**src/rtl/queue_state_pkg.sv**
```systemverilog
`default_nettype none

package queue_state_pkg;

    ////////////////////////////////////////////////////////////
    // host line layout
    ////////////////////////////////////////////////////////////

    localparam int LINE_WIDTH = 512;
    localparam int LINE_BYTES = LINE_WIDTH / 8;
    localparam int REG_WIDTH = 32;
    localparam int REG_BYTES = REG_WIDTH / 8;

    // field order inside one table's slot group
    localparam int FIELD_TAIL = 0;
    localparam int FIELD_HEAD = 1;
    localparam int FIELD_L_ADDR = 2;
    localparam int FIELD_H_ADDR = 3;
    localparam int FIELDS_PER_TABLE = 4;

    localparam int DSC_SLOT_BASE = 0;
    localparam int PKT_SLOT_BASE = DSC_SLOT_BASE + FIELDS_PER_TABLE;
    localparam int NUM_SLOTS_USED = 2 * FIELDS_PER_TABLE;

    ////////////////////////////////////////////////////////////
    // address map
    ////////////////////////////////////////////////////////////

    // one 4 KiB page per queue
    localparam int PAGE_LSB = 12;
    localparam int LINE_LSB = 6;
    // register lines in each queue page
    localparam int REG_REGION_LINES = 64;

    // ring indices are kept at 16 bits
    localparam int RING_IDX_WIDTH = 16;
    localparam int TABLE_READ_LATENCY = 2;

endpackage

`default_nettype wire

```
**src/rtl/mmio_request_decode.sv**
```systemverilog
`default_nettype none

module mmio_request_decode #(
    parameter int NUM_QUEUES = 16,
    parameter int MMIO_ADDR_WIDTH = 18
) (
    input  wire logic                                        pcie_clk,
    input  wire logic                                        pcie_reset_n,
    input  wire logic [MMIO_ADDR_WIDTH-1:0]                  mmio_address,
    input  wire logic                                        mmio_write,
    input  wire logic                                        mmio_read,
    input  wire logic [queue_state_pkg::LINE_WIDTH-1:0]      mmio_writedata,
    input  wire logic [queue_state_pkg::LINE_BYTES-1:0]      mmio_byteenable,
    output logic [((NUM_QUEUES > 1) ? $clog2(NUM_QUEUES) : 1)-1:0] cmd_queue,
    output logic [queue_state_pkg::LINE_WIDTH-1:0]           cmd_line,
    output logic [queue_state_pkg::NUM_SLOTS_USED-1:0]       cmd_slot_wr,
    output logic                                             cmd_rd
);

    localparam int QUEUE_WIDTH = (NUM_QUEUES > 1) ? $clog2(NUM_QUEUES) : 1;
    localparam int REG_BYTES = queue_state_pkg::REG_BYTES;

    logic [QUEUE_WIDTH-1:0] page_idx;
    logic                   reg_region;
    logic                   reg_read;
    logic                   rd_pending;
    logic [QUEUE_WIDTH-1:0] rd_queue;
    logic                   rd_req;
    logic [QUEUE_WIDTH-1:0] rd_req_queue;

    // queue index comes from the page bits
    assign page_idx = mmio_address[queue_state_pkg::PAGE_LSB +: QUEUE_WIDTH];

    // every queue page carries REG_REGION_LINES register lines,
    // anything above the last page has no responder
    assign reg_region = mmio_address[MMIO_ADDR_WIDTH-1:queue_state_pkg::LINE_LSB]
        < NUM_QUEUES * queue_state_pkg::REG_REGION_LINES;
    assign reg_read = mmio_read && reg_region;

    // new read or the one left waiting
    assign rd_req = reg_read || rd_pending;
    assign rd_req_queue = reg_read ? page_idx : rd_queue;

    ////////////////////////////////////////////////////////////
    // command flags, writes win over reads
    ////////////////////////////////////////////////////////////

    always_ff @(posedge pcie_clk) begin
        if (!pcie_reset_n) begin
            cmd_slot_wr <= '0;
            cmd_rd <= 1'b0;
            rd_pending <= 1'b0;
        end else begin
            // a slot is written only with all four byte enables
            for (int s = 0; s < queue_state_pkg::NUM_SLOTS_USED; s++) begin
                cmd_slot_wr[s] <= mmio_write && (&mmio_byteenable[s*REG_BYTES +: REG_BYTES]);
            end
            cmd_rd <= rd_req && !mmio_write;
            rd_pending <= rd_req && mmio_write;
        end
    end

    always_ff @(posedge pcie_clk) begin
        cmd_line <= mmio_writedata;
        cmd_queue <= mmio_write ? page_idx : rd_req_queue;
        if (reg_read) begin
            rd_queue <= page_idx;
        end
    end

    // host keeps only one read in flight
    a_single_read: assert property (
        @(posedge pcie_clk) disable iff (!pcie_reset_n)
        rd_pending |-> !mmio_read
    ) else $error("mmio read arrived while another read is pending");

endmodule

`default_nettype wire

```
**src/rtl/queue_state_merge.sv**
```systemverilog
`default_nettype none

module queue_state_merge (
    input  wire logic                                       pcie_clk,
    input  wire logic                                       pcie_reset_n,
    input  wire logic                                       cmd_rd,
    input  wire logic                                       engine_rd_en,
    input  wire logic [queue_state_pkg::RING_IDX_WIDTH-1:0] dsc_host_tail,
    input  wire logic [queue_state_pkg::RING_IDX_WIDTH-1:0] dsc_host_head,
    input  wire logic [queue_state_pkg::REG_WIDTH-1:0]      dsc_host_l_addr,
    input  wire logic [queue_state_pkg::REG_WIDTH-1:0]      dsc_host_h_addr,
    input  wire logic [queue_state_pkg::RING_IDX_WIDTH-1:0] pkt_host_tail,
    input  wire logic [queue_state_pkg::RING_IDX_WIDTH-1:0] pkt_host_head,
    input  wire logic [queue_state_pkg::REG_WIDTH-1:0]      pkt_host_l_addr,
    input  wire logic [queue_state_pkg::REG_WIDTH-1:0]      pkt_host_h_addr,
    output logic [queue_state_pkg::LINE_WIDTH-1:0]          mmio_readdata,
    output logic                                            mmio_readdatavalid,
    output logic                                            engine_state_valid
);

    localparam int LAT = queue_state_pkg::TABLE_READ_LATENCY;
    localparam int RW = queue_state_pkg::REG_WIDTH;
    localparam int DSC = queue_state_pkg::DSC_SLOT_BASE;
    localparam int PKT = queue_state_pkg::PKT_SLOT_BASE;
    localparam int F_TAIL = queue_state_pkg::FIELD_TAIL;
    localparam int F_HEAD = queue_state_pkg::FIELD_HEAD;
    localparam int F_L_ADDR = queue_state_pkg::FIELD_L_ADDR;
    localparam int F_H_ADDR = queue_state_pkg::FIELD_H_ADDR;

    logic [LAT-1:0] host_rd_pipe;
    logic [LAT-1:0] eng_rd_pipe;

    // read enables follow the table latency
    always_ff @(posedge pcie_clk) begin
        if (!pcie_reset_n) begin
            host_rd_pipe <= '0;
            eng_rd_pipe <= '0;
            mmio_readdatavalid <= 1'b0;
        end else begin
            host_rd_pipe <= {host_rd_pipe[LAT-2:0], cmd_rd};
            eng_rd_pipe <= {eng_rd_pipe[LAT-2:0], engine_rd_en};
            mmio_readdatavalid <= host_rd_pipe[LAT-1];
        end
    end

    // engine data comes straight from the tables
    assign engine_state_valid = eng_rd_pipe[LAT-1];

    // line assembly, unused upper slots read as zero
    always_ff @(posedge pcie_clk) begin
        mmio_readdata <= '0;
        mmio_readdata[(DSC + F_TAIL) * RW +: RW] <= RW'(dsc_host_tail);
        mmio_readdata[(DSC + F_HEAD) * RW +: RW] <= RW'(dsc_host_head);
        mmio_readdata[(DSC + F_L_ADDR) * RW +: RW] <= dsc_host_l_addr;
        mmio_readdata[(DSC + F_H_ADDR) * RW +: RW] <= dsc_host_h_addr;
        mmio_readdata[(PKT + F_TAIL) * RW +: RW] <= RW'(pkt_host_tail);
        mmio_readdata[(PKT + F_HEAD) * RW +: RW] <= RW'(pkt_host_head);
        mmio_readdata[(PKT + F_L_ADDR) * RW +: RW] <= pkt_host_l_addr;
        mmio_readdata[(PKT + F_H_ADDR) * RW +: RW] <= pkt_host_h_addr;
    end

endmodule

`default_nettype wire

```
**src/rtl/queue_state_top.sv**
```systemverilog
`default_nettype none

module queue_state_top #(
    parameter int NUM_QUEUES = 16,
    parameter int MMIO_ADDR_WIDTH = 18
) (
    input  wire logic                                        pcie_clk,
    input  wire logic                                        pcie_reset_n,
    input  wire logic [MMIO_ADDR_WIDTH-1:0]                  mmio_address,
    input  wire logic                                        mmio_write,
    input  wire logic                                        mmio_read,
    input  wire logic [queue_state_pkg::LINE_WIDTH-1:0]      mmio_writedata,
    input  wire logic [queue_state_pkg::LINE_BYTES-1:0]      mmio_byteenable,
    output logic [queue_state_pkg::LINE_WIDTH-1:0]           mmio_readdata,
    output logic                                             mmio_readdatavalid,
    input  wire logic                                        engine_rd_en,
    input  wire logic [((NUM_QUEUES > 1) ? $clog2(NUM_QUEUES) : 1)-1:0] engine_rd_queue,
    input  wire logic                                        engine_tail_wr_en,
    input  wire logic [((NUM_QUEUES > 1) ? $clog2(NUM_QUEUES) : 1)-1:0] engine_wr_queue,
    input  wire logic [queue_state_pkg::RING_IDX_WIDTH-1:0]  engine_dsc_tail_in,
    input  wire logic [queue_state_pkg::RING_IDX_WIDTH-1:0]  engine_pkt_tail_in,
    output logic                                             engine_state_valid,
    output logic [queue_state_pkg::RING_IDX_WIDTH-1:0]       engine_dsc_tail,
    output logic [queue_state_pkg::RING_IDX_WIDTH-1:0]       engine_dsc_head,
    output logic [2*queue_state_pkg::REG_WIDTH-1:0]          engine_dsc_buf_addr,
    output logic [queue_state_pkg::RING_IDX_WIDTH-1:0]       engine_pkt_tail,
    output logic [queue_state_pkg::RING_IDX_WIDTH-1:0]       engine_pkt_head,
    output logic [2*queue_state_pkg::REG_WIDTH-1:0]          engine_pkt_buf_addr
);

    localparam int QUEUE_WIDTH = (NUM_QUEUES > 1) ? $clog2(NUM_QUEUES) : 1;
    localparam int RIW = queue_state_pkg::RING_IDX_WIDTH;
    localparam int RW = queue_state_pkg::REG_WIDTH;

    logic [QUEUE_WIDTH-1:0]                     cmd_queue;
    logic [queue_state_pkg::LINE_WIDTH-1:0]     cmd_line;
    logic [queue_state_pkg::NUM_SLOTS_USED-1:0] cmd_slot_wr;
    logic                                       cmd_rd;
    logic [RIW-1:0] dsc_host_tail;
    logic [RIW-1:0] dsc_host_head;
    logic [RW-1:0]  dsc_host_l_addr;
    logic [RW-1:0]  dsc_host_h_addr;
    logic [RIW-1:0] pkt_host_tail;
    logic [RIW-1:0] pkt_host_head;
    logic [RW-1:0]  pkt_host_l_addr;
    logic [RW-1:0]  pkt_host_h_addr;

    mmio_request_decode #(.NUM_QUEUES(NUM_QUEUES), .MMIO_ADDR_WIDTH(MMIO_ADDR_WIDTH)) decode (
        .pcie_clk, .pcie_reset_n, .mmio_address, .mmio_write, .mmio_read,
        .mmio_writedata, .mmio_byteenable,
        .cmd_queue, .cmd_line, .cmd_slot_wr, .cmd_rd
    );

    // descriptor and packet tables side by side
    queue_table #(.NUM_QUEUES(NUM_QUEUES), .SLOT_BASE(queue_state_pkg::DSC_SLOT_BASE)) dsc_table (
        .pcie_clk, .cmd_queue, .cmd_line, .cmd_slot_wr, .cmd_rd,
        .engine_rd_en, .engine_rd_queue, .engine_tail_wr_en, .engine_wr_queue,
        .engine_tail_in(engine_dsc_tail_in),
        .host_tail(dsc_host_tail), .host_head(dsc_host_head),
        .host_l_addr(dsc_host_l_addr), .host_h_addr(dsc_host_h_addr),
        .engine_tail(engine_dsc_tail), .engine_head(engine_dsc_head),
        .engine_buf_addr(engine_dsc_buf_addr)
    );

    queue_table #(.NUM_QUEUES(NUM_QUEUES), .SLOT_BASE(queue_state_pkg::PKT_SLOT_BASE)) pkt_table (
        .pcie_clk, .cmd_queue, .cmd_line, .cmd_slot_wr, .cmd_rd,
        .engine_rd_en, .engine_rd_queue, .engine_tail_wr_en, .engine_wr_queue,
        .engine_tail_in(engine_pkt_tail_in),
        .host_tail(pkt_host_tail), .host_head(pkt_host_head),
        .host_l_addr(pkt_host_l_addr), .host_h_addr(pkt_host_h_addr),
        .engine_tail(engine_pkt_tail), .engine_head(engine_pkt_head),
        .engine_buf_addr(engine_pkt_buf_addr)
    );

    queue_state_merge merge (
        .pcie_clk, .pcie_reset_n, .cmd_rd, .engine_rd_en,
        .dsc_host_tail, .dsc_host_head, .dsc_host_l_addr, .dsc_host_h_addr,
        .pkt_host_tail, .pkt_host_head, .pkt_host_l_addr, .pkt_host_h_addr,
        .mmio_readdata, .mmio_readdatavalid, .engine_state_valid
    );

endmodule

`default_nettype wire

```
**src/rtl/queue_table.sv**
```systemverilog
`default_nettype none

module queue_table #(
    parameter int NUM_QUEUES = 16,
    parameter int SLOT_BASE = 0
) (
    input  wire logic                                        pcie_clk,
    input  wire logic [((NUM_QUEUES > 1) ? $clog2(NUM_QUEUES) : 1)-1:0] cmd_queue,
    input  wire logic [queue_state_pkg::LINE_WIDTH-1:0]      cmd_line,
    input  wire logic [queue_state_pkg::NUM_SLOTS_USED-1:0]  cmd_slot_wr,
    input  wire logic                                        cmd_rd,
    input  wire logic                                        engine_rd_en,
    input  wire logic [((NUM_QUEUES > 1) ? $clog2(NUM_QUEUES) : 1)-1:0] engine_rd_queue,
    input  wire logic                                        engine_tail_wr_en,
    input  wire logic [((NUM_QUEUES > 1) ? $clog2(NUM_QUEUES) : 1)-1:0] engine_wr_queue,
    input  wire logic [queue_state_pkg::RING_IDX_WIDTH-1:0]  engine_tail_in,
    output logic [queue_state_pkg::RING_IDX_WIDTH-1:0]       host_tail,
    output logic [queue_state_pkg::RING_IDX_WIDTH-1:0]       host_head,
    output logic [queue_state_pkg::REG_WIDTH-1:0]            host_l_addr,
    output logic [queue_state_pkg::REG_WIDTH-1:0]            host_h_addr,
    output logic [queue_state_pkg::RING_IDX_WIDTH-1:0]       engine_tail,
    output logic [queue_state_pkg::RING_IDX_WIDTH-1:0]       engine_head,
    output logic [2*queue_state_pkg::REG_WIDTH-1:0]          engine_buf_addr
);

    localparam int RIW = queue_state_pkg::RING_IDX_WIDTH;
    localparam int RW = queue_state_pkg::REG_WIDTH;
    localparam int HEAD_SLOT = SLOT_BASE + queue_state_pkg::FIELD_HEAD;
    localparam int L_ADDR_SLOT = SLOT_BASE + queue_state_pkg::FIELD_L_ADDR;
    localparam int H_ADDR_SLOT = SLOT_BASE + queue_state_pkg::FIELD_H_ADDR;

    logic [RIW-1:0] tail_mem   [NUM_QUEUES];
    logic [RIW-1:0] head_mem   [NUM_QUEUES];
    logic [RW-1:0]  l_addr_mem [NUM_QUEUES];
    logic [RW-1:0]  h_addr_mem [NUM_QUEUES];

    logic [RIW-1:0] head_wr_data;
    logic [RIW-1:0] host_tail_r;
    logic [RIW-1:0] host_head_r;
    logic [RW-1:0]  host_l_addr_r;
    logic [RW-1:0]  host_h_addr_r;
    logic [RIW-1:0] eng_tail_r;
    logic [RIW-1:0] eng_head_r;
    logic [RIW-1:0] eng_head_r2;
    logic [RW-1:0]  eng_l_addr_r;
    logic [RW-1:0]  eng_h_addr_r;
    logic           byp_r;
    logic           byp_r2;
    logic [RIW-1:0] byp_head_r;
    logic [RIW-1:0] byp_head_r2;

    // host head keeps only the low ring bits
    assign head_wr_data = cmd_line[HEAD_SLOT*RW +: RIW];

    ////////////////////////////////////////////////////////////
    // host port
    ////////////////////////////////////////////////////////////

    // tail slot of the group is never written from the host
    always_ff @(posedge pcie_clk) begin
        if (cmd_slot_wr[HEAD_SLOT]) begin
            head_mem[cmd_queue] <= head_wr_data;
        end
        if (cmd_slot_wr[L_ADDR_SLOT]) begin
            l_addr_mem[cmd_queue] <= cmd_line[L_ADDR_SLOT*RW +: RW];
        end
        if (cmd_slot_wr[H_ADDR_SLOT]) begin
            h_addr_mem[cmd_queue] <= cmd_line[H_ADDR_SLOT*RW +: RW];
        end
        if (cmd_rd) begin
            host_tail_r <= tail_mem[cmd_queue];
            host_head_r <= head_mem[cmd_queue];
            host_l_addr_r <= l_addr_mem[cmd_queue];
            host_h_addr_r <= h_addr_mem[cmd_queue];
        end
        // output register, second cycle of latency
        host_tail <= host_tail_r;
        host_head <= host_head_r;
        host_l_addr <= host_l_addr_r;
        host_h_addr <= host_h_addr_r;
    end

    ////////////////////////////////////////////////////////////
    // engine port
    ////////////////////////////////////////////////////////////

    always_ff @(posedge pcie_clk) begin
        if (engine_tail_wr_en) begin
            tail_mem[engine_wr_queue] <= engine_tail_in;
        end
        if (engine_rd_en) begin
            eng_tail_r <= tail_mem[engine_rd_queue];
            eng_head_r <= head_mem[engine_rd_queue];
            eng_l_addr_r <= l_addr_mem[engine_rd_queue];
            eng_h_addr_r <= h_addr_mem[engine_rd_queue];
        end
        engine_tail <= eng_tail_r;
        eng_head_r2 <= eng_head_r;
        engine_buf_addr <= {eng_h_addr_r, eng_l_addr_r};
    end

    // same-edge head write and engine read would return the stale head,
    // so the written value is carried along next to the read
    always_ff @(posedge pcie_clk) begin
        byp_r <= engine_rd_en && cmd_slot_wr[HEAD_SLOT] && (engine_rd_queue == cmd_queue);
        byp_head_r <= head_wr_data;
        byp_r2 <= byp_r;
        byp_head_r2 <= byp_head_r;
    end

    assign engine_head = byp_r2 ? byp_head_r2 : eng_head_r2;

    // the engine does not read and write tails in the same cycle
    a_engine_rd_wr_excl: assert property (
        @(posedge pcie_clk) !(engine_rd_en && engine_tail_wr_en)
    ) else $error("engine tail write collides with engine read");

endmodule

`default_nettype wire

```
**config.mk**
```make
export PLATFORM = sky130hd
export DESIGN_NAME = queue_state_top
export DESIGN_NICKNAME = d
export VERILOG_FILES = /design/src/rtl/queue_state_pkg.sv /design/src/rtl/mmio_request_decode.sv /design/src/rtl/queue_state_merge.sv /design/src/rtl/queue_state_top.sv /design/src/rtl/queue_table.sv
export SDC_FILE = /design/constraint.sdc
export NUM_CORES = 2
export LEC_CHECK = 0
export BUFFER_PORTS_ARGS = -buffer_cell sky130_fd_sc_hd__buf_2
export CAP_MARGIN = 15
export CORE_UTILIZATION = 58
export CTS_BUF_LIST = sky130_fd_sc_hd__clkbuf_16
export CTS_CLUSTER_DIAMETER = 80
export DETAILED_ROUTE_END_ITERATION = 6
export PLACE_DENSITY = 0.78
export SLEW_MARGIN = 30
export SYNTH_ARGS = -nofsm -noshare
export SYNTH_HDL_FRONTEND = slang
export SYNTH_SLANG_ARGS = --single-unit
```
**constraint.sdc**
```tcl
create_clock -name pcie_clk -period 6.65 [get_ports pcie_clk]
set_input_delay 0.3325 -clock pcie_clk [delete_from_list [all_inputs] [get_ports pcie_clk]]
set_output_delay 0.3325 -clock pcie_clk [all_outputs]
set_load 0.1 [all_outputs]
```
==> qor.yml <==
status:
  run_status: "completed"
clock_tree:
  cts_sinks: 4281
  clk_latency_ps: 1000
  cts_made_buffers: 418
  post-cts-setup-buffers: 0
  cts.path.max_buffers: 4
  post_cts.resized_instances: 0
  cts-root-buf: "sky130_fd_sc_hd__clkbuf_16"
  cts_tree: "built"
  htree_num_levels: 5
  clkSlewWorstSetupHoldPaths_ps: 60
floorplanning:
  die_height_um: 542
  floorplan.core_area_sq_mm: 0.289
  io_pins: 1346
  row_count: 197
  fp.dieW_um: 542
  fp.dieArea_sq_mm: 0.294
  initial_utilization: 0.585
placed_design:
  dp_hpwl_um: 261000
  gpl.final_weighted_congestion: 0.796
  dp_slack_ps: 2860
  io_buffers: 621
  place_inst: 12304
  placement.cell_area_sq_mm: 0.175
synthesis:
  post_synth.cell_area_avg_sq_um: 20.7
  yosysUniqueCellTypes: 39
  warnings_from_yosys: 0
  seq_area_frac_synth: 0.712
  synthesis.instances: 8156
  synth_area_leaders: "sky130_fd_sc_hd__edfxtp_1, sky130_fd_sc_hd__mux4_2, sky130_fd_sc_hd__dfxtp_1"
  ys_ff_latch: 4281
  library_cell_occupying_the_most_area_in_the_post_synthesis_netlist: "sky130_fd_sc_hd__edfxtp_1"
  synth_area_sq_mm: 0.169
  synth_top_area_share: 0.614
global_route:
  grt_start_max_net_pins: 133
  globalRouteOverflowTotal: 0
  antenna_found_initial: 62
  gr-usage-all-layers: 0.323
  wire_length_of_the_first_global_routing_pass_um: 672000
  grt_pass1_vias: 94618
timing:
  fin_crit_sh: 0.560
  fin_ws_ps: 2920
  grt_setup_unrepaired: "no"
  setup-violations-final: 0
  timing.setup.tns_ps: 0
  post-route-min-period_ps: 3730
  timing_worst_slew_pin_value_ps: 1150
  finalClockSkew_ps: 89.9
  fmax_ghz: 0.268
  hold_violations: 0
  timing.slew.headroom: 0.236
  timing.final.max_slew_violations: 0
route:
  drt_first_iter_violations: 13122
  route.detailed.drc: 0
  drtPass1Iterations: 6
  totalWireLength_um: 476000
  vias: 93061
  final_antenna_net_count: 0
  via_per_inst: 6.93
  detail_route.wl_per_cell_um: 35.4
pwr:
  cell_area_power_density_mw_per_mm2: 316
  total_leakage_power_uw: 0.0651
  vdd_drop_max_mv: 0.275
setup_path:
  critical_path_arrival_ps: 4280
  critical_path.endpoint_type: "flop"
  timing.critical_path.fanout_max: 50
  crit_buf_inv: 2
  worst_setup_path_start_kind: "flop"
  path_class: "flop to flop"
  cp_slowest_cell: "sky130_fd_sc_hd__buf_4"
  critical_path.cell_chain: "nor2b_4 -> buf_4 -> and3_2 -> buf_4"
  crit_path_max_incr_delay_ps: 780
  critical-path-top-delay-family: "buffers and inverters"
  path_common_cell: "sky130_fd_sc_hd__buf_4"
  timing.critical_path.required_ps: 7210
finish:
  postLayoutCellArea_sq_mm: 0.193
  numnets_final: 9788
  drive_above_1_share: 0.331
  final_cell_count_no_fill: 13429
  postLayoutCoreUtil: 0.667
  area.growth.synth_to_final_pct: 14.0
  most-common-layout-cells: "sky130_fd_sc_hd__edfxtp_1, sky130_fd_sc_hd__mux4_2, sky130_fd_sc_hd__dfxtp_1"
  fillerInstances: 17612
  commonest_non_fill_non_tap_cell_in_the_layout: "sky130_fd_sc_hd__edfxtp_1"
job:
  timing.max_cap.violations: 0
min_path:
  worst_hold_path_type: "input pin to flop"
-- area by class of cell --
type                       count  area [sq um]  area share
tap                         3880          4850      0.0252
clock inverter               368          3390      0.0176
sequential                  4281        120000       0.625
antenna                       27          67.6    0.000351
multi-input combinational   3322         45100       0.234
timing repair buffer        1123          8260      0.0429
inverter                       2          7.51   0.0000390
clock buffer                 426         10700      0.0553
-- power by group --
part | internal (uW) | switching (uW) | total, uW
logic | 2330 | 4570 | 6890
clock network | 13500 | 10500 | 24000
registers | 29500 | 445 | 29900
total | 45300 | 15500 | 60800
-- final timing paths --
| path | slack, ps | startpoint | depth (start not counted) | to |
|---|---|---|---|---|
| setup reg to reg | 2920 | decode.cmd_queue[2] | 4 | pkt_table.l_addr_mem[5][26] |
| hold / removal | 60 | mmio_writedata[35] | 2 | decode.cmd_line[35] |
| hold reg to reg | 290 | dsc_table.host_l_addr[15] | 0 | merge.mmio_readdata[79] |
| setup / recovery | 2920 | decode.cmd_queue[2] | 4 | pkt_table.l_addr_mem[5][26] |
-- metal layers --
layer,share of wire,track usage,vias up,routed length [um]
met5,0.00071,0,-,338
met3,0.13,0.0808,1394,62100
met4,0.056,0.162,50,26700
li1,-,-,35722,-
met2,0.48,0.507,7718,227000
met1,0.34,0.423,48177,160000
-- synthesized netlist by cell type, drive strengths merged --
cell type  count
nand3          2
a31o           9
o22ai         89
mux4        1488
mux2          85
edfxtp      3456
or2            3
clkbuf       201
nand2b         8
nor3b          2
nand2        329
nand4          6
buf          669
and2          11
conb           1
dfxtp        825
xnor2          4
nor2          64
o31ai         15
a211oi        15
nor3           6
a22o           9
or3b           1
and3          96
o21ai         15
nor2b         27
nand3b         2
and2b          1
inv            2
mux2i         36
a22oi        679
-- sequential cells by signal (all words and copies together), names as in the netlist, 192 cells and up --
signal,cells
pkt_table.head_mem,256
pkt_table.l_addr_mem,512
dsc_table.l_addr_mem,512
pkt_table.h_addr_mem,512
dsc_table.head_mem,256
dsc_table.tail_mem,256
merge.mmio_readdata,192
dsc_table.h_addr_mem,512
pkt_table.tail_mem,256
-- kinds of logic after synthesis --
kind of cell	Yosys count	synth area share
xor gates and xnor gates	4	0.000207
DFF	4281	0.712
muxes	1609	0.206
other	1	0.0000222
AOI/OAI and AO/OA	831	0.0362
and+or+nand+nor	558	0.0149
buffers and inverters	872	0.0308
-- what timing repair did --
action,in CTS,in global routing
hold buffers,299,0
endpoints found under the hold margin,739,0
setup endpoints to repair,0,0
-- metrics by stage --
step	power, uW	hold slack (ps)
2_1_floorplan	35500	310
3_3_place_gp	37000	310
3_5_place_dp	37100	312
4_1_cts	60800	0.145
5_1_grt	62200	40.5
6_report	60800	57.7
No activity file was read; power rests on OpenSTA's default activity.
